**src/source/video_pkg.sv**
```systemverilog
package video_pkg;

    // Register map, byte offsets on the AXI4-Lite port
    localparam logic [7:0] reg_ctrl_addr   = 8'h00;
    localparam logic [7:0] reg_h1_addr     = 8'h28;
    localparam logic [7:0] reg_h2_addr     = 8'h30;
    localparam logic [7:0] reg_v1_addr     = 8'h38;
    localparam logic [7:0] reg_v2_addr     = 8'h40;
    localparam logic [7:0] reg_pixel_addr  = 8'h48;
    localparam logic [7:0] reg_status_addr = 8'h50;

    localparam int coord_w = 13;   // Width of every timing coordinate

    typedef logic [coord_w-1:0] coord_t;

    typedef struct packed {
        logic [7:0] r;   // Word bits 23:16
        logic [7:0] g;   // Word bits 15:8
        logic [7:0] b;   // Word bits 7:0
    } pixel_t;

    // h1/v1: hi = display size, lo = total minus one
    // h2/v2: hi = sync start, lo = sync end
    typedef struct packed {
        coord_t hi;   // Bits 25:13
        coord_t lo;   // Bits 12:0
    } span_t;

    typedef struct packed {
        logic [5:0] pad;
        span_t      span;
    } span_word_t;

    typedef struct packed {
        logic [7:0] pad;
        pixel_t     pixel;
    } pixel_word_t;

    // One bus write word, seen as timing span or as pixel
    typedef union packed {
        span_word_t  as_span;
        pixel_word_t as_pixel;
    } wdata_u;

    typedef struct packed {
        logic [21:0] pad_hi;
        logic [5:0]  pcnt;     // Pixel divider, bits 9:4
        logic        en;       // Controller enable, bit 3
        logic [2:0]  pad_lo;
    } ctrl_t;

    typedef struct packed {
        logic       en;
        logic [5:0] pcnt;
        span_t      h1;
        span_t      h2;
        span_t      v1;
        span_t      v2;
    } timing_cfg_t;

    typedef struct packed {
        logic pixel_tick;   // First clock of a pixel period
        logic active;
        logic hsync;
        logic vsync;
        logic hblank;
        logic vblank;
    } scan_t;

endpackage
```
**src/source/video_top.sv**
```systemverilog
`timescale 1ns/1ps

module video_top #(
    parameter int fifo_depth = 16
) (
    input  logic        clk,
    input  logic        reset_n,
    input  logic [7:0]  awaddr,
    input  logic        awvalid,
    output logic        awready,
    input  logic [31:0] wdata,
    input  logic        wvalid,
    output logic        wready,
    output logic [1:0]  bresp,
    output logic        bvalid,
    input  logic        bready,
    input  logic [7:0]  araddr,
    input  logic        arvalid,
    output logic        arready,
    output logic [31:0] rdata,
    output logic [1:0]  rresp,
    output logic        rvalid,
    input  logic        rready,
    output logic        hsync,
    output logic        hblank,
    output logic        vsync,
    output logic        vblank,
    output logic [7:0]  r,
    output logic [7:0]  g,
    output logic [7:0]  b
);
    import video_pkg::*;

    timing_cfg_t cfg;
    scan_t       scan;
    pixel_t      push_pixel;
    pixel_t      head;
    logic        push;
    logic        pop;
    logic        flush;
    logic        full;
    logic        empty;
    logic        underflow;

    video_regs u_regs (
        .clk        (clk),
        .reset_n    (reset_n),
        .awaddr     (awaddr),
        .awvalid    (awvalid),
        .awready    (awready),
        .wdata      (wdata),
        .wvalid     (wvalid),
        .wready     (wready),
        .bresp      (bresp),
        .bvalid     (bvalid),
        .bready     (bready),
        .araddr     (araddr),
        .arvalid    (arvalid),
        .arready    (arready),
        .rdata      (rdata),
        .rresp      (rresp),
        .rvalid     (rvalid),
        .rready     (rready),
        .full       (full),
        .empty      (empty),
        .underflow  (underflow),
        .cfg        (cfg),
        .push       (push),
        .push_pixel (push_pixel)
    );

    video_timing u_timing (
        .clk     (clk),
        .reset_n (reset_n),
        .cfg     (cfg),
        .scan    (scan)
    );

    pixel_fifo #(
        .depth (fifo_depth)
    ) u_fifo (
        .clk        (clk),
        .reset_n    (reset_n),
        .push       (push),
        .push_pixel (push_pixel),
        .pop        (pop),
        .flush      (flush),
        .head       (head),
        .full       (full),
        .empty      (empty)
    );

    video_control u_control (
        .clk       (clk),
        .reset_n   (reset_n),
        .cfg       (cfg),
        .scan      (scan),
        .head      (head),
        .empty     (empty),
        .pop       (pop),
        .flush     (flush),
        .underflow (underflow),
        .hsync     (hsync),
        .hblank    (hblank),
        .vsync     (vsync),
        .vblank    (vblank),
        .r         (r),
        .g         (g),
        .b         (b)
    );

endmodule

```
**src/source/video_control.sv**
```systemverilog
`timescale 1ns/1ps

module video_control (
    input  logic                   clk,
    input  logic                   reset_n,
    input  video_pkg::timing_cfg_t cfg,
    input  video_pkg::scan_t       scan,
    input  video_pkg::pixel_t      head,
    input  logic                   empty,
    output logic                   pop,
    output logic                   flush,
    output logic                   underflow,
    output logic                   hsync,
    output logic                   hblank,
    output logic                   vsync,
    output logic                   vblank,
    output logic [7:0]             r,
    output logic [7:0]             g,
    output logic [7:0]             b
);
    import video_pkg::*;

    logic   en_q;
    logic   fetch;   // New pixel due this cycle
    pixel_t pix;

    assign fetch = scan.pixel_tick && scan.active;
    assign flush = en_q && !cfg.en;   // Falling en
    assign pop   = fetch && !empty;

    always_ff @(posedge clk or negedge reset_n) begin
        if (!reset_n) begin
            en_q <= 1'b0;
        end else begin
            en_q <= cfg.en;
        end
    end

    // Scan and pixel registered on the same edge
    always_ff @(posedge clk or negedge reset_n) begin
        if (!reset_n) begin
            hsync  <= 1'b0;
            hblank <= 1'b1;
            vsync  <= 1'b0;
            vblank <= 1'b1;
            pix    <= '0;
        end else begin
            hsync  <= scan.hsync;
            hblank <= scan.hblank;
            vsync  <= scan.vsync;
            vblank <= scan.vblank;
            if (!scan.active) begin
                pix <= '0;
            end else if (fetch) begin
                pix <= empty ? '0 : head;   // Black on underrun
            end
        end
    end

    always_ff @(posedge clk or negedge reset_n) begin
        if (!reset_n) begin
            underflow <= 1'b0;
        end else if (flush) begin
            underflow <= 1'b0;
        end else if (fetch && empty) begin
            underflow <= 1'b1;   // Sticky
        end
    end

    assign r = pix.r;
    assign g = pix.g;
    assign b = pix.b;

endmodule

```
**src/source/pixel_fifo.sv**
```systemverilog
`timescale 1ns/1ps

module pixel_fifo #(
    parameter int depth = 16   // Power of two
) (
    input  logic              clk,
    input  logic              reset_n,
    input  logic              push,
    input  video_pkg::pixel_t push_pixel,
    input  logic              pop,
    input  logic              flush,
    output video_pkg::pixel_t head,
    output logic              full,
    output logic              empty
);
    import video_pkg::*;

    localparam int aw = $clog2(depth);

    pixel_t      mem [depth];
    logic [aw:0] wr_ptr;   // Extra bit tells full from empty
    logic [aw:0] rd_ptr;

    always_ff @(posedge clk) begin
        if (push) begin
            mem[wr_ptr[aw-1:0]] <= push_pixel;
        end
    end

    always_ff @(posedge clk or negedge reset_n) begin
        if (!reset_n) begin
            wr_ptr <= '0;
            rd_ptr <= '0;
        end else if (flush) begin
            wr_ptr <= '0;
            rd_ptr <= '0;
        end else begin
            if (push) begin
                wr_ptr <= wr_ptr + 1'b1;
            end
            if (pop) begin
                rd_ptr <= rd_ptr + 1'b1;
            end
        end
    end

    assign head  = mem[rd_ptr[aw-1:0]];   // Show-ahead read
    assign empty = (wr_ptr == rd_ptr);
    assign full  = (wr_ptr[aw] != rd_ptr[aw]) && (wr_ptr[aw-1:0] == rd_ptr[aw-1:0]);

endmodule

```
**src/source/video_timing.sv**
```systemverilog
`timescale 1ns/1ps

module video_timing (
    input  logic                   clk,
    input  logic                   reset_n,
    input  video_pkg::timing_cfg_t cfg,
    output video_pkg::scan_t       scan
);
    import video_pkg::*;

    logic [5:0] div_cnt;
    logic       step;       // Last clock of the pixel period
    coord_t     h_cnt;
    coord_t     v_cnt;
    coord_t     hsize;
    coord_t     hend;
    coord_t     hs_start;
    coord_t     hs_end;
    coord_t     vsize;
    coord_t     vend;
    coord_t     vs_start;
    coord_t     vs_end;

    assign hsize    = cfg.h1.hi;
    assign hend     = cfg.h1.lo;
    assign hs_start = cfg.h2.hi;
    assign hs_end   = cfg.h2.lo;
    assign vsize    = cfg.v1.hi;
    assign vend     = cfg.v1.lo;
    assign vs_start = cfg.v2.hi;
    assign vs_end   = cfg.v2.lo;

    assign step = (div_cnt == cfg.pcnt);

    // Pixel divider, period pcnt+1 clocks
    always_ff @(posedge clk or negedge reset_n) begin
        if (!reset_n) begin
            div_cnt <= '0;
        end else if (!cfg.en || step) begin
            div_cnt <= '0;
        end else begin
            div_cnt <= div_cnt + 6'd1;
        end
    end

    always_ff @(posedge clk or negedge reset_n) begin
        if (!reset_n) begin
            h_cnt <= '0;
            v_cnt <= '0;
        end else if (!cfg.en) begin
            h_cnt <= '0;
            v_cnt <= '0;
        end else if (step) begin
            if (h_cnt >= hend) begin   // End of line
                h_cnt <= '0;
                v_cnt <= (v_cnt >= vend) ? '0 : v_cnt + coord_t'(1);
            end else begin
                h_cnt <= h_cnt + coord_t'(1);
            end
        end
    end

    // Disabled raster shows blank with syncs low
    always_comb begin
        scan.pixel_tick = cfg.en && (div_cnt == 6'd0);
        scan.active     = cfg.en && (h_cnt < hsize) && (v_cnt < vsize);
        scan.hsync      = cfg.en && (h_cnt >= hs_start) && (h_cnt < hs_end);
        scan.vsync      = cfg.en && (v_cnt >= vs_start) && (v_cnt < vs_end);
        scan.hblank     = !cfg.en || (h_cnt >= hsize);
        scan.vblank     = !cfg.en || (v_cnt >= vsize);
    end

endmodule

```
**src/source/video_regs.sv**
```systemverilog
`timescale 1ns/1ps

module video_regs (
    input  logic                     clk,
    input  logic                     reset_n,

    input  logic [7:0]               awaddr,
    input  logic                     awvalid,
    output logic                     awready,
    input  logic [31:0]              wdata,
    input  logic                     wvalid,
    output logic                     wready,
    output logic [1:0]               bresp,
    output logic                     bvalid,
    input  logic                     bready,
    input  logic [7:0]               araddr,
    input  logic                     arvalid,
    output logic                     arready,
    output logic [31:0]              rdata,
    output logic [1:0]               rresp,
    output logic                     rvalid,
    input  logic                     rready,

    input  logic                     full,
    input  logic                     empty,
    input  logic                     underflow,
    output video_pkg::timing_cfg_t   cfg,
    output logic                     push,
    output video_pkg::pixel_t        push_pixel
);
    import video_pkg::*;

    wdata_u      wword;
    ctrl_t       wctrl;
    ctrl_t       rctrl;
    logic        wr_go;
    logic        wr_fire;
    logic        wr_pixel;
    logic        wr_mapped;
    logic        rd_fire;
    logic        rd_mapped;
    logic [31:0] rd_word;

    assign wword = wdata;
    assign wctrl = wdata;

    // Both channels must be valid, one write in flight at a time
    assign wr_go    = awvalid && wvalid && !awready && !bvalid;
    assign wr_fire  = awvalid && awready && wvalid && wready;
    assign wr_pixel = wr_fire && (awaddr == reg_pixel_addr);

    assign push       = wr_pixel && !full;   // Dropped when full
    assign push_pixel = wword.as_pixel.pixel;

    always_comb begin
        case (awaddr)
            reg_ctrl_addr, reg_h1_addr, reg_h2_addr, reg_v1_addr,
            reg_v2_addr, reg_pixel_addr, reg_status_addr: wr_mapped = 1'b1;
            default:                                      wr_mapped = 1'b0;
        endcase
    end

    always_ff @(posedge clk or negedge reset_n) begin
        if (!reset_n) begin
            awready <= 1'b0;
            wready  <= 1'b0;
            bvalid  <= 1'b0;
        end else begin
            awready <= wr_go;   // One-cycle ready pulse
            wready  <= wr_go;
            if (wr_fire) begin
                bvalid <= 1'b1;
            end else if (bready) begin
                bvalid <= 1'b0;
            end
        end
    end

    always_ff @(posedge clk) begin
        if (wr_fire) begin
            bresp <= (!wr_mapped || (wr_pixel && full)) ? 2'b10 : 2'b00;
        end
    end

    always_ff @(posedge clk or negedge reset_n) begin
        if (!reset_n) begin
            cfg <= '0;
        end else if (wr_fire) begin
            case (awaddr)
                reg_ctrl_addr: begin
                    cfg.en   <= wctrl.en;
                    cfg.pcnt <= wctrl.pcnt;
                end
                reg_h1_addr: cfg.h1 <= wword.as_span.span;
                reg_h2_addr: cfg.h2 <= wword.as_span.span;
                reg_v1_addr: cfg.v1 <= wword.as_span.span;
                reg_v2_addr: cfg.v2 <= wword.as_span.span;
                default: ;   // Status write ignored
            endcase
        end
    end

    assign arready = !rvalid;
    assign rd_fire = arvalid && arready;

    always_comb begin
        rctrl      = '0;
        rctrl.en   = cfg.en;
        rctrl.pcnt = cfg.pcnt;
        rd_word    = '0;
        rd_mapped  = 1'b1;
        case (araddr)
            reg_ctrl_addr:   rd_word = rctrl;
            reg_h1_addr:     rd_word = {6'b0, cfg.h1};
            reg_h2_addr:     rd_word = {6'b0, cfg.h2};
            reg_v1_addr:     rd_word = {6'b0, cfg.v1};
            reg_v2_addr:     rd_word = {6'b0, cfg.v2};
            reg_pixel_addr:  rd_word = '0;   // Write-only
            reg_status_addr: rd_word = {29'b0, underflow, full, empty};
            default:         rd_mapped = 1'b0;
        endcase
    end

    always_ff @(posedge clk or negedge reset_n) begin
        if (!reset_n) begin
            rvalid <= 1'b0;
        end else if (rd_fire) begin
            rvalid <= 1'b1;
        end else if (rready) begin
            rvalid <= 1'b0;
        end
    end

    always_ff @(posedge clk) begin
        if (rd_fire) begin
            rdata <= rd_word;
            rresp <= rd_mapped ? 2'b00 : 2'b10;
        end
    end

endmodule

```
**config.mk**
```make
export PLATFORM = sky130hd
export DESIGN_NAME = video_top
export DESIGN_NICKNAME = d
export VERILOG_FILES = /design/src/source/video_pkg.sv /design/src/source/video_top.sv /design/src/source/video_control.sv /design/src/source/pixel_fifo.sv /design/src/source/video_timing.sv /design/src/source/video_regs.sv
export SDC_FILE = /design/constraint.sdc
export NUM_CORES = 1
export LEC_CHECK = 0
export ABC_AREA = 1
export BUFFER_PORTS_ARGS = -buffer_cell sky130_fd_sc_hd__buf_4
export CAP_MARGIN = 15
export CORE_AREA = 8 8 329 331
export DETAILED_ROUTE_END_ITERATION = 7
export DIE_AREA = 0 0 337 339
export PLACE_DENSITY = 0.44
export SLEW_MARGIN = 10
export SYNTH_ARGS = -nofsm -noshare
export SYNTH_HDL_FRONTEND = slang
export SYNTH_SLANG_ARGS = --single-unit
export TNS_END_PERCENT = 1
```
**constraint.sdc**
```tcl
create_clock -name clk -period 3.2 [get_ports clk]
set_input_delay 0.8 -clock clk [delete_from_list [all_inputs] [get_ports clk]]
set_output_delay 0.8 -clock clk [all_outputs]
set_load 0.02 [all_outputs]
```
==> key figures, run 1 <==
Outcome
  – Run status: finished clean

Critical path
  – CP Data Required Time: 3.50 ns
  – Worst path most repeated cell: nand2_1
  – Cell family with most CP delay: simple AND/OR/NAND/NOR gates
  – Slowest CP cell: dfrtp_2
  – WS Path Type: flip-flop to flip-flop
  – CP endpoint kind: flip-flop
  – CP Max Fanout: 18
  – CP arrival: slightly below 3 ns
  – Critical path's largest stage delay: 0.48 ns
  – Critical path cell sequence: clkinv_1 -> nand2_1 -> a21oi_1 -> nand3_1 -> nand2_1 -> inv_1 -> nand2_1 -> nor2_4 -> buf_12
  – Worst Setup Start Kind: flip-flop
  – CP bufs+invs: 3

Route
  – Via density per instance: ~4.5
  – Via count: approximately 20000
  – Wirelength per Cell: around 20 µm
  – First-pass detailed-route iteration total: 4
  – DRT antenna net count: 0
  – Initial drt markers: around 1400
  – Post-Route WL: 86.1 mm
  – DR DRC count: 0

Die
  – Core Region: 0.103 mm²
  – Starting Density: 0.267
  – Die height: about 340 µm
  – Site Rows: 118
  – Die Width: approximately 340 µm
  – Die ar.: 0.114 mm²
  – I/O pin cnt: between 100 and 150

Layout
  – Layout cells sized above 1: 0.123
  – Most common cell after layout, fill and taps aside: nand2_1
  – P&R area growth vs syn: 19.7%
  – Commonest cells after routing, fill and taps aside: nand2_1 (614), edfxtp_1 (412), o21ai_0 (280), nor2_1 (252), inv_1 (238)
  – Layout Nets: between 3000 and 4000

Power and ir drop
  – Seq pwr share: 0.477
  – Power Internal: roughly 13 mW
  – P_leak: around 13 nW
  – Switching fraction of total power: 0.232
  – Switching power total: roughly 4.1 mW
  – Comb power frac: 0.054
  – Clock power frac: 0.469
  – Pwr/cell area: between 500 and 600 mW/mm²
  – Peak VDD IR: 0.000362 V

CTS
  – CTS Buffer Depth: 3
  – Cts repair resizes: 0
  – Clk root buf: clkbuf_16
  – CTS Buf Count: just over 70
  – Worst-Skew Late Latency: between 0.6 and 0.7 ns
  – Post-CTS Setup Inserts: 0
  – H-tree levels: 3
  – CTS Hold Bufs: 0
  – CTS tree: done
  – CTS sink cnt: 598
  – Clock Pin Slew Worst Setup and Hold Paths: about 0.06 ns

Logic synthesis
  – Post-Syn Area: roughly 0.028 mm²
  – EDFF count, synth: 412
  – Main synth FF type: edfxtp_1
  – FF+latch count, synth: 598
  – Area contributors post-synth: edfxtp_1 (45%), dfrtp_1 (17%), nand2_1 (8.4%), o21ai_0 (5.1%), ha_1 (5.0%)
  – Post-synthesis cell count: between 2000 and 3000
  – Seq/Total Area, Yosys: 0.619
  – Warnings from Yosys: 0
  – Area leader, netlist: edfxtp_1
  – Synth top area share: 0.449
  – Mean Syn Cell Area: between 10 and 15 µm²
  – Synth cell types: between 50 and 60
  – Fraction of registers with async set/reset: 0.311

Timing
  – Period Utilization, post-route: 0.835
  – Max-slew headroom: 0.530
  – Clock Skew: 0.0341 ns
  – Fmax: around 0.37 GHz
  – Final min period: between 2 and 3 ns
  – Final Setup Violations: 0
  – Worst slew pin tran: 0.703 ns
  – Fin. max-slew vios: 0
  – Setup TNS: 0 ns
  – Final Hold Fails: 0
  – Final hold slack: about 0.10 ns
  – Setup repair after global routing missed its margin: false

GRT
  – Global route overflow: 0
  – Vias in the first global route: 19400
  – Largest net degree at the start of global routing: 97
  – First-pass GRT wire length: approximately 130 mm
  – GRT Total Usage: 0.149
  – Initial antenna violation count: 0

Placed design
  – IO buf count: ~110
  – GPL Wtd Cong: 0.831
  – Hpwl dp: slightly below 60 mm

Job
  – Max-cap violations: 0

Worst hold path
  – Hold Path Class: input port to asynchronous set/reset pin
-- stage by stage --
stage                     total power, mW  utilization  std cells  setup slack, ns  area, µm²
final                                17.5        0.320       4305            0.528      33000
after global routing                 18.1        0.320       4304            0.211      32900
after CTS                            17.8        0.320       4304            0.485      32900
after detailed placement             9.48        0.297       4171           0.0719      30600
after global placement               9.48        0.297       4171           0.0559      30600
after floorplan                      9.01            -       2716            0.138      27600
-- flip-flops by register name (all words and copies together), names as in the netlist, 5 cells and up --
register          flops
u_control.b           8
u_timing.v_cnt       13
u_fifo.wr_ptr         5
u_regs.rdata         26
u_regs.cfg          111
u_fifo.rd_ptr         5
u_fifo.mem          384
u_control.r           8
u_timing.h_cnt       13
u_control.g           8
u_timing.div_cnt      6
-- cell usage after synthesis (all sizes together), types with 36 or more instances --
cell,number
ha,111
nor2,273
a21oi,89
clkbuf,54
buf,72
dfrtp,184
nand3,142
edfxtp,412
inv,246
o21ai,310
o22ai,36
nand2,619
-- power groups by stage --
stage / logic (mW) / clock network (mW) / registers [mW]
after floorplan: 0.482 / 0 / 8.53
after global placement: 0.971 / 0 / 8.51
after detailed placement: 0.974 / 0 / 8.51
after CTS: 0.975 / 8.45 / 8.35
after global routing: 1.06 / 8.71 / 8.35
final: 0.946 / 8.20 / 8.35
-- layout make-up --
class | instances | area (µm²)
Timing Repair Buffer | 201 | 1790
Clock buffer | 113 | 2170
Tap cell | 1380 | 1730
Sequential cell | 598 | 17000
Clock inverter | 20 | 210
Antenna cell | 1 | 2.50
Fill cell | 10700 | 70000
Inverter | 246 | 931
Multi-Input combinational cell | 1746 | 9080
-- kinds of logic (layout without fill, tap and decap cells) --
family / count (synthesis) / count (layout) / share of synthesized area
and+or+nand+nor: 1102 / 1102 / 0.166
DFF: 598 / 598 / 0.619
AOI/OAI and AO/OA: 500 / 500 / 0.0991
buffers and inverters: 372 / 580 / 0.0573
adders and majority gates: 111 / 111 / 0.0505
xor gates and xnor gates: 25 / 25 / 0.00796
other: 1 / 9 / 0.000136
-- routing by layer --
metal  share of wire  GRT usage  wire, µm
met3           0.036     0.0206      3090
met1            0.47      0.204     40300
met4           0.028     0.0448      2380
met2            0.47      0.242     40300
met5               0          0         0
-- final timing paths --
path                             startpoint                 to  slack, ns  cells after the start
setup / recovery           u_fifo.rd_ptr[1]   u_fifo.mem[4][1]       0.53                      9
hold / removal                      reset_n      u_regs.rvalid       0.10                      1
setup reg to reg           u_fifo.rd_ptr[1]   u_fifo.mem[4][1]       0.53                      9
hold reg to reg               u_regs.bvalid     u_regs.awready       0.47                      1
max in group asynchronous           reset_n  u_timing.v_cnt[9]       2.23                      2
min in group clk                     rready      u_regs.rvalid       0.37                      2
-- worst register-to-register path: cells and delay by family, from the launching register on --
family / cells / cell delay (ns)
flops: 1 / 0.48
simple gates: 5 / 1.20
compound gates: 1 / 0.08
buf+inv: 3 / 0.56
Power figures use the tool's default switching activity.
==> inputs of run 2 (changes only) <==
- ABC_AREA: 1 -> 0
- CORE_AREA: 8 8 329 331 -> 8 8 322 324
- DIE_AREA: 0 0 337 339 -> 0 0 330 332
- clock period: 3.2 -> 2.51 ns (I/O delays scaled with it)
==> run 2 against run 1 <==
Effect of this change:
- combinational power fell by 40%
- critical path type unchanged
- clock power is 20% higher
- utilization grew 1.3 points
- highest routed layer is now met5
- via count fell by 19%
==> key figures, run 2 <==
Outcome
  – Run status: finished clean

Timing
  – Setup TNS: 0 ns (unchanged)
  – Worst slew pin tran: 0.640 ns (-0.0636 ns)
  – Setup repair after global routing missed its margin: true
  – Max-slew headroom: 0.567 (+0.0368)
  – Fmax: 0.407 GHz (+8.7%)
  – Final Setup Violations: 0 (unchanged)
  – Final hold slack: 0.190 ns (+0.0858 ns)
  – Final min period: 2.46 ns (-0.214 ns)
  – Final Hold Fails: 0 (unchanged)
  – Clock Skew: 0.0197 ns (-0.0144 ns)
  – Period Utilization, post-route: 0.979 (+0.144)
  – Fin. max-slew vios: 0 (unchanged)

Logic synthesis
  – Synth cell types: 67 (+24%)
  – Warnings from Yosys: 0 (unchanged)
  – Main synth FF type: edfxtp_1
  – EDFF count, synth: 412 (unchanged)
  – Commonest cells post-synth: edfxtp_1 (412), dfrtp_1 (184), nand2_1 (128)
  – Seq/Total Area, Yosys: 0.647 (+0.0281)
  – Cell with the most instances after synthesis: edfxtp_1
  – Fraction of registers with async set/reset: 0.311 (unchanged)
  – FF+latch count, synth: 598 (unchanged)
  – Post-synthesis cell count: 1764 (-35%)
  – Post-Syn Area: 0.0263 mm² (-4.3%)
  – Area contributors post-synth: edfxtp_1 (47%), dfrtp_1 (17%), mux4_2 (7.2%), ha_1 (5.3%), mux2_2 (3.2%)
  – Synth top area share: 0.470 (+0.0204)
  – Area leader, netlist: edfxtp_1
  – Mean Syn Cell Area: 14.9 µm² (+47%)

Critical path
  – R2R setup slack: 0.05 ns (-0.48 ns)
  – WS Path Type: flip-flop to flip-flop
  – CP arrival: 2.95 ns (-0.03 ns)
  – Slowest CP cell: dfrtp_2
  – CP Max Fanout: 12 (-6)
  – Reg2reg start: u_timing.v_cnt[12]
  – R2r endpoint: u_control.g[7]
  – CP endpoint kind: flip-flop
  – Critical path cell sequence: ha_4 -> nand4_1 -> a311oi_2 -> nor4_4 -> buf_4 -> nor3b_4 -> buf_4 -> buf_12 -> a22o_1
  – R2R cell count: 9 (unchanged)
  – CP bufs+invs: 3 (unchanged)
  – Worst Setup Start Kind: flip-flop
  – CP Data Required Time: 3.00 ns (-0.50 ns)
  – Critical path's largest stage delay: 0.47 ns (about the same)
  – Cell family with most CP delay: compound AO/OA/AOI/OAI gates
  – Worst path most repeated cell: buf_4

Power and ir drop
  – Comb power frac: 0.027 (-0.027)
  – Seq pwr share: 0.505 (+0.028)
  – Pwr/cell area: 641 mW/mm² (+21%)
  – Power Internal: 16.5 mW (+23%)
  – P_leak: 12.8 nW (-3.0%)
  – Clock power frac: 0.468 (about the same)
  – Peak VDD IR: 0.000457 V (+26%)
  – Switching power total: 4.61 mW (+14%)
  – Switching fraction of total power: 0.219 (-0.0135)
  – Total power draw: 21.1 mW (+21%)

Die
  – I/O pin cnt: 124 (unchanged)
  – Die ar.: 0.110 mm² (-4.1%)
  – Site Rows: 116 (-1.7%)
  – Starting Density: 0.266 (-0.00149)
  – Core Region: 0.0990 mm² (-3.8%)
  – Die Width: 330 µm (-2.1%)
  – Die height: 332 µm (-2.1%)

GRT
  – Vias in the first global route: 16600 (-14%)
  – First-pass GRT wire length: 113 mm (-12%)
  – Initial antenna violation count: 4 (+4)
  – Global route overflow: 0 (unchanged)
  – Largest net degree at the start of global routing: 58 (-40%)
  – GRT Total Usage: 0.140 (-0.00903)

Worst hold path
  – Beginning of the worst hold path: rready
  – Hold Crit Depth: 2
  – Hold Path Class: input port to flip-flop
  – Hold worst-path end: u_regs.rvalid

Layout
  – Max reg flops: 384 (unchanged)
  – P&R area growth vs syn: 25.1%
  – Most common cell after layout, fill and taps aside: edfxtp_1
  – Layout Nets: 2211 (-27%)
  – Commonest cells after routing, fill and taps aside: edfxtp_1 (412), buf_4 (230), dfrtp_1 (175), nand2_1 (127), inv_1 (109)
  – Layout cells sized above 1: 0.303 (+0.180)
  – Post-route insts no fill: 3405 (-21%)
  – Final Cell Area: 0.0329 mm² (about the same)

CTS
  – Worst-Skew Late Latency: 0.62 ns (about the same)
  – CTS sink cnt: 598 (unchanged)
  – H-tree levels: 3 (unchanged)
  – CTS Buffer Depth: 3 (unchanged)
  – Clk root buf: clkbuf_16
  – CTS Buf Count: 70 (-2.8%)
  – Clock Pin Slew Worst Setup and Hold Paths: 0.06 ns (about the same)
  – CTS tree: done

Placed design
  – IO buf count: 109 (unchanged)
  – Hpwl dp: 52.8 mm (-9.6%)
  – Placed cell area: 0.0304 mm² (-0.65%)
  – # placed instances: 3258 (-22%)
  – GPL Wtd Cong: 0.834 (+0.41%)

Route
  – DR DRC count: 0 (unchanged)
  – Via count: 15900 (-19%)
  – First-pass detailed-route iteration total: 6 (+2)
  – Met1 wire length: 34.9 mm (-14%)
  – Wirelength per Cell: 22.8 µm (+14%)
  – DR top layer: met5
  – Met3 Routed Length: 3.65 mm (+18%)
  – Post-Route WL: 77.6 mm (-10%)
  – Met2 Wirelength: 37.0 mm (-8.1%)
  – DRT antenna net count: 0 (unchanged)
  – Initial drt markers: 1235 (-11%)
  – Via density per instance: 4.67 (+3.0%)

Job
  – Max-cap violations: 0 (unchanged)
## run 2: changes by cell type after synthesis, sizes merged, moves of 35 or more
| cell | delta |
|---|---|
| nor2 | -208 |
| mux2i | +39 |
| nand3 | -116 |
| o22ai | -35 |
| o21ai | -199 |
| inv | -134 |
| mux2 | +75 |
| mux4 | +84 |
| nand2 | -489 |
## run 2: power by group through the flow
stage               combinational, mW  clock (mW)  sequential [mW]
floorplan                       0.111           0             10.9
CTS                             0.581        10.2             10.6
global placement                0.561           0             10.8
detailed placement              0.575           0             10.8
global route                    0.623        10.5             10.6
finish                          0.567        9.88             10.7
## run 2: metal layers
metal | up-vias | global-route usage
met5 | - | 0
met2 | 377 | 0.230
li1 | 7287 | -
met4 | 2 | 0.0402
met1 | 8130 | 0.188
met3 | 117 | 0.0245
## run 2: cell families after synthesis
group,synth area share
AO/OA/AOI/OAI,0.0767
XOR/XNOR,0.00965
adder cells (fa/ha/maj),0.0528
buffers and inverters,0.0344
flip-flops,0.647
multiplexers,0.119
other,0.000142
AND/OR/NAND/NOR,0.0608
## run 2: worst max-delay path by stage
| stage | startpoint | to | slack [ns] | cells past startpoint |
|---|---|---|---|---|
| global route | u_timing.v_cnt[1] | u_fifo.rd_ptr[0] | -0.05 | 11 |
| finish | u_timing.v_cnt[12] | u_control.g[7] | 0.05 | 9 |
| CTS | u_timing.h_cnt[2] | u_timing.v_cnt[3] | 0.002 | 9 |
| detailed placement | u_regs.cfg[51] | u_fifo.rd_ptr[3] | -0.16 | 9 |
| floorplan | awaddr[1] | u_fifo.mem[10][0] | -0.10 | 6 |
| global placement | awaddr[1] | u_fifo.mem[3][15] | -0.13 | 8 |
## run 2: cell type report
type	instances	area, µm²
Antenna cell	5	12.5
Fill cell	9676	66000
Clock buffer	95	1910
Inverter	112	420
Timing Repair Buffer	285	2790
Multi-Input combinational cell	978	8820
Clock inverter	34	324
Sequential cell	598	17000
Tap cell	1298	1620
## run 2: repair_timing
| item | CTS | global route |
|---|---|---|
| cloned | 0 | 0 |
| endpoints found under the hold margin | 38 | 0 |
| setup endpoints to repair | 27 | 41 |
| pin swaps | 2 | 19 |
| hold buffers | 1 | 0 |
| resized for setup | 7 | 46 |
| buffers inserted | 2 | 10 |
## run 2: worst register-to-register path, cell delays in order (launching register included)
cell      delay [ns]
dfrtp_2         0.47
ha_4            0.30
nand4_1         0.23
a311oi_2        0.35
nor4_4          0.10
buf_4           0.17
nor3b_4         0.14
buf_4           0.18
buf_12          0.15
a22o_1          0.24
## run 2: per-stage QoR
step           worst slack [ns]  utilization
2_1_floorplan            -0.104            -
3_3_place_gp             -0.133        0.307
3_5_place_dp             -0.160        0.307
4_1_cts                 0.00248        0.330
5_1_grt                 -0.0536        0.333
6_report                 0.0520        0.333
==> inputs of run 3 (changes only) <==
- HOLD_SLACK_MARGIN: unset -> 0.08
- PLACE_DENSITY: 0.44 -> 0.46
- clock period: 2.51 -> 2.2 ns (I/O delays scaled with it)
==> run 3 against run 2 <==
Effect of this change:
- the run now ends with DRC, setup timing left
- setup slack got worse by 0.33 ns
- sequential share of layout area shrank 1.8 points
- critical path depth increased by 2
- utilization grew 1.2 points
- non-clock buffer count rose by 98
- flip-flop and latch count did not move
- combinational power grew 22%
- critical path type unchanged
- critical endpoint is now u_fifo.rd_ptr[2]
- largest cell class unchanged
- highest routed layer is now met4
==> key figures, run 3 (synthesis gave the netlist of run 2 again) <==
GRT
  – Largest net degree at the start of global routing: 48 (-17%)
  – First-pass GRT wire length: 118 mm (+4.2%)
  – Vias in the first global route: 17500 (+5.2%)
  – Global route overflow: 0 (unchanged)
  – Initial antenna violation count: 3 (-1)
  – GRT Total Usage: 0.145 (+0.00486)

CTS
  – H-tree levels: 3 (unchanged)
  – CTS Buffer Depth: 3 (unchanged)
  – CTS sink cnt: 598 (unchanged)
  – Worst-Skew Late Latency: 0.63 ns (about the same)
  – Clock Pin Slew Worst Setup and Hold Paths: 0.06 ns (about the same)
  – Clk root buf: clkbuf_16
  – CTS Buf Count: 70 (unchanged)
  – CTS tree: done

Timing
  – Max-slew headroom: 0.605 (+0.0386)
  – Final Setup Violations: 45 (+45)
  – Clock Skew: 0.0279 ns (+0.00822 ns)
  – Final Hold Fails: 0 (unchanged)
  – Worst slew pin tran: 0.592 ns (-0.0478 ns)
  – Setup repair after global routing missed its margin: true
  – Period Utilization, post-route: 1.13 (+0.147)
  – Final min period: 2.48 ns (+0.0190 ns)
  – Setup ws final: -0.277 ns (-0.329 ns)
  – Fmax: 0.404 GHz (-0.77%)
  – Fin. max-slew vios: 0 (unchanged)

Layout
  – Commonest cells after routing, fill and taps aside: edfxtp_1 (412), buf_4 (308), dfrtp_1 (178), nand2_1 (122), inv_1 (109)
  – Post-route insts no fill: 3504 (+2.9%)
  – Layout Nets: 2309 (+4.4%)
  – P&R area growth vs syn: 29.6%
  – Most common cell after layout, fill and taps aside: edfxtp_1
  – Max reg flops: 384 (unchanged)
  – Layout cells sized above 1: 0.343 (+0.0404)

Worst hold path
  – Beginning of the worst hold path: awvalid
  – Hold worst-path end: u_regs.awready
  – Hold Crit Depth: 3 (+1)
  – Hold Path Class: input port to flip-flop

Die
  – Starting Density: 0.266 (unchanged)
  – Core Region: 0.0990 mm² (unchanged)
  – Die height: 332 µm (unchanged)
  – I/O pin cnt: 124 (unchanged)
  – Die ar.: 0.110 mm² (unchanged)
  – Site Rows: 116 (unchanged)
  – Die Width: 330 µm (unchanged)

Job
  – Max-cap violations: 0 (unchanged)

Route
  – DR top layer: met4
  – DR DRC count: 1 (+1)
  – Wirelength per Cell: 22.8 µm (about the same)
  – Met1 wire length: 35.7 mm (+2.2%)
  – Initial drt markers: 1350 (+9.3%)
  – Via count: 16400 (+3.0%)
  – Met3 Routed Length: 4.20 mm (+15%)
  – Met2 Wirelength: 37.7 mm (+1.8%)
  – DRT antenna net count: 0 (unchanged)
  – Via density per instance: 4.68 (about the same)
  – First-pass detailed-route iteration total: 8 (+2)
  – Post-Route WL: 79.8 mm (+2.8%)

Critical path
  – R2r endpoint: u_fifo.rd_ptr[2]
  – CP endpoint kind: flip-flop
  – CP arrival: 3.02 ns (+0.07 ns)
  – WS Path Type: flip-flop to flip-flop
  – Reg2reg start: u_timing.h_cnt[2]
  – CP Max Fanout: 8 (-4)
  – CP Launch Point: u_timing.h_cnt[2]
  – R2R setup slack: -0.28 ns (-0.33 ns)
  – R2R cell count: 11 (+2)
  – Worst Setup Start Kind: flip-flop
  – CP Data Required Time: 2.74 ns (-0.26 ns)

Outcome
  – Failing checks: DRC, setup timing
  – Run status: finished, violations left

Power and ir drop
  – P_leak: 13.5 nW (+5.6%)
  – Peak VDD IR: 0.000493 V (+7.9%)
  – Pwr/cell area: 715 mW/mm² (+12%)

Placed design
  – GPL Wtd Cong: 0.837 (+0.31%)
  – Hpwl dp: 55.3 mm (+4.8%)
  – # placed instances: 3337 (+2.4%)
  – IO buf count: 109 (unchanged)
  – Setup slack at placement: -0.494 ns (-0.334 ns)
==> run 3: cell type report <==
cell class | instances | area [µm²]
Antenna cell | 5 | 12.5
Clock buffer | 97 | 1930
Clock inverter | 33 | 355
Fill cell | 9526 | 64900
Inverter | 112 | 420
Multi-Input combinational cell | 978 | 9100
Sequential cell | 598 | 17000
Tap cell | 1298 | 1620
Timing Repair Buffer | 383 | 3650
==> run 3: metrics by stage <==
stage                      util  setup TNS [ns]  instance area (µm²)  hold slack (ns)  total power [mW]
after floorplan               -          -53.61                26600            0.254              12.5
after global placement    0.313          -70.21                31000            0.448              13.0
after detailed placement  0.313          -76.65                31000            0.468              13.1
after CTS                 0.342           -6.64                33900            0.129              24.7
after global routing      0.345          -17.12                34100            0.151              25.2
final                     0.345           -8.49                34100            0.173              24.4
==> run 3: repair_timing <==
action                                  CTS  global route
resized for setup                        54            45
hold buffers                              2             0
setup buffers                            29             3
cloned                                    2             0
endpoints found under the setup margin   61           227
pin swaps                                41            25
hold endpoints to repair                 41             0
==> run 3: worst max-delay path, cell delays in order, from the launching register on <==
cell      delay [ns]
dfrtp_2         0.41
buf_6           0.13
ha_4            0.23
nand4_1         0.11
nor2_2          0.06
o31ai_2         0.24
o211ai_1        0.11
buf_4           0.18
nand4b_4        0.27
buf_12          0.21
or3_4           0.32
a21oi_2         0.13
==> run 3: worst max-delay path by stage <==
stage,end,cells past startpoint,slack [ns]
after floorplan,u_fifo.mem[3][0],6,-0.37
after global placement,u_control.g[4],8,-0.49
after detailed placement,u_control.b[5],8,-0.49
after CTS,u_fifo.rd_ptr[2],11,-0.21
after global routing,u_control.g[6],13,-0.40
final,u_fifo.rd_ptr[2],11,-0.28
==> run 3: power breakdown <==
group | switching [mW] | total, mW | internal, mW
Combinational | 0.476 | 0.689 | 0.214
Clock | 4.77 | 11.6 | 6.78
Sequential | 0.0372 | 12.2 | 12.1
==> run 3: per-layer routing <==
metal  global-route usage  vias to the layer above
met5                    0                        -
met4               0.0419                        0
met3               0.0274                      120
met2                0.235                      380
met1                0.195                     8411
li1                     -                     7480
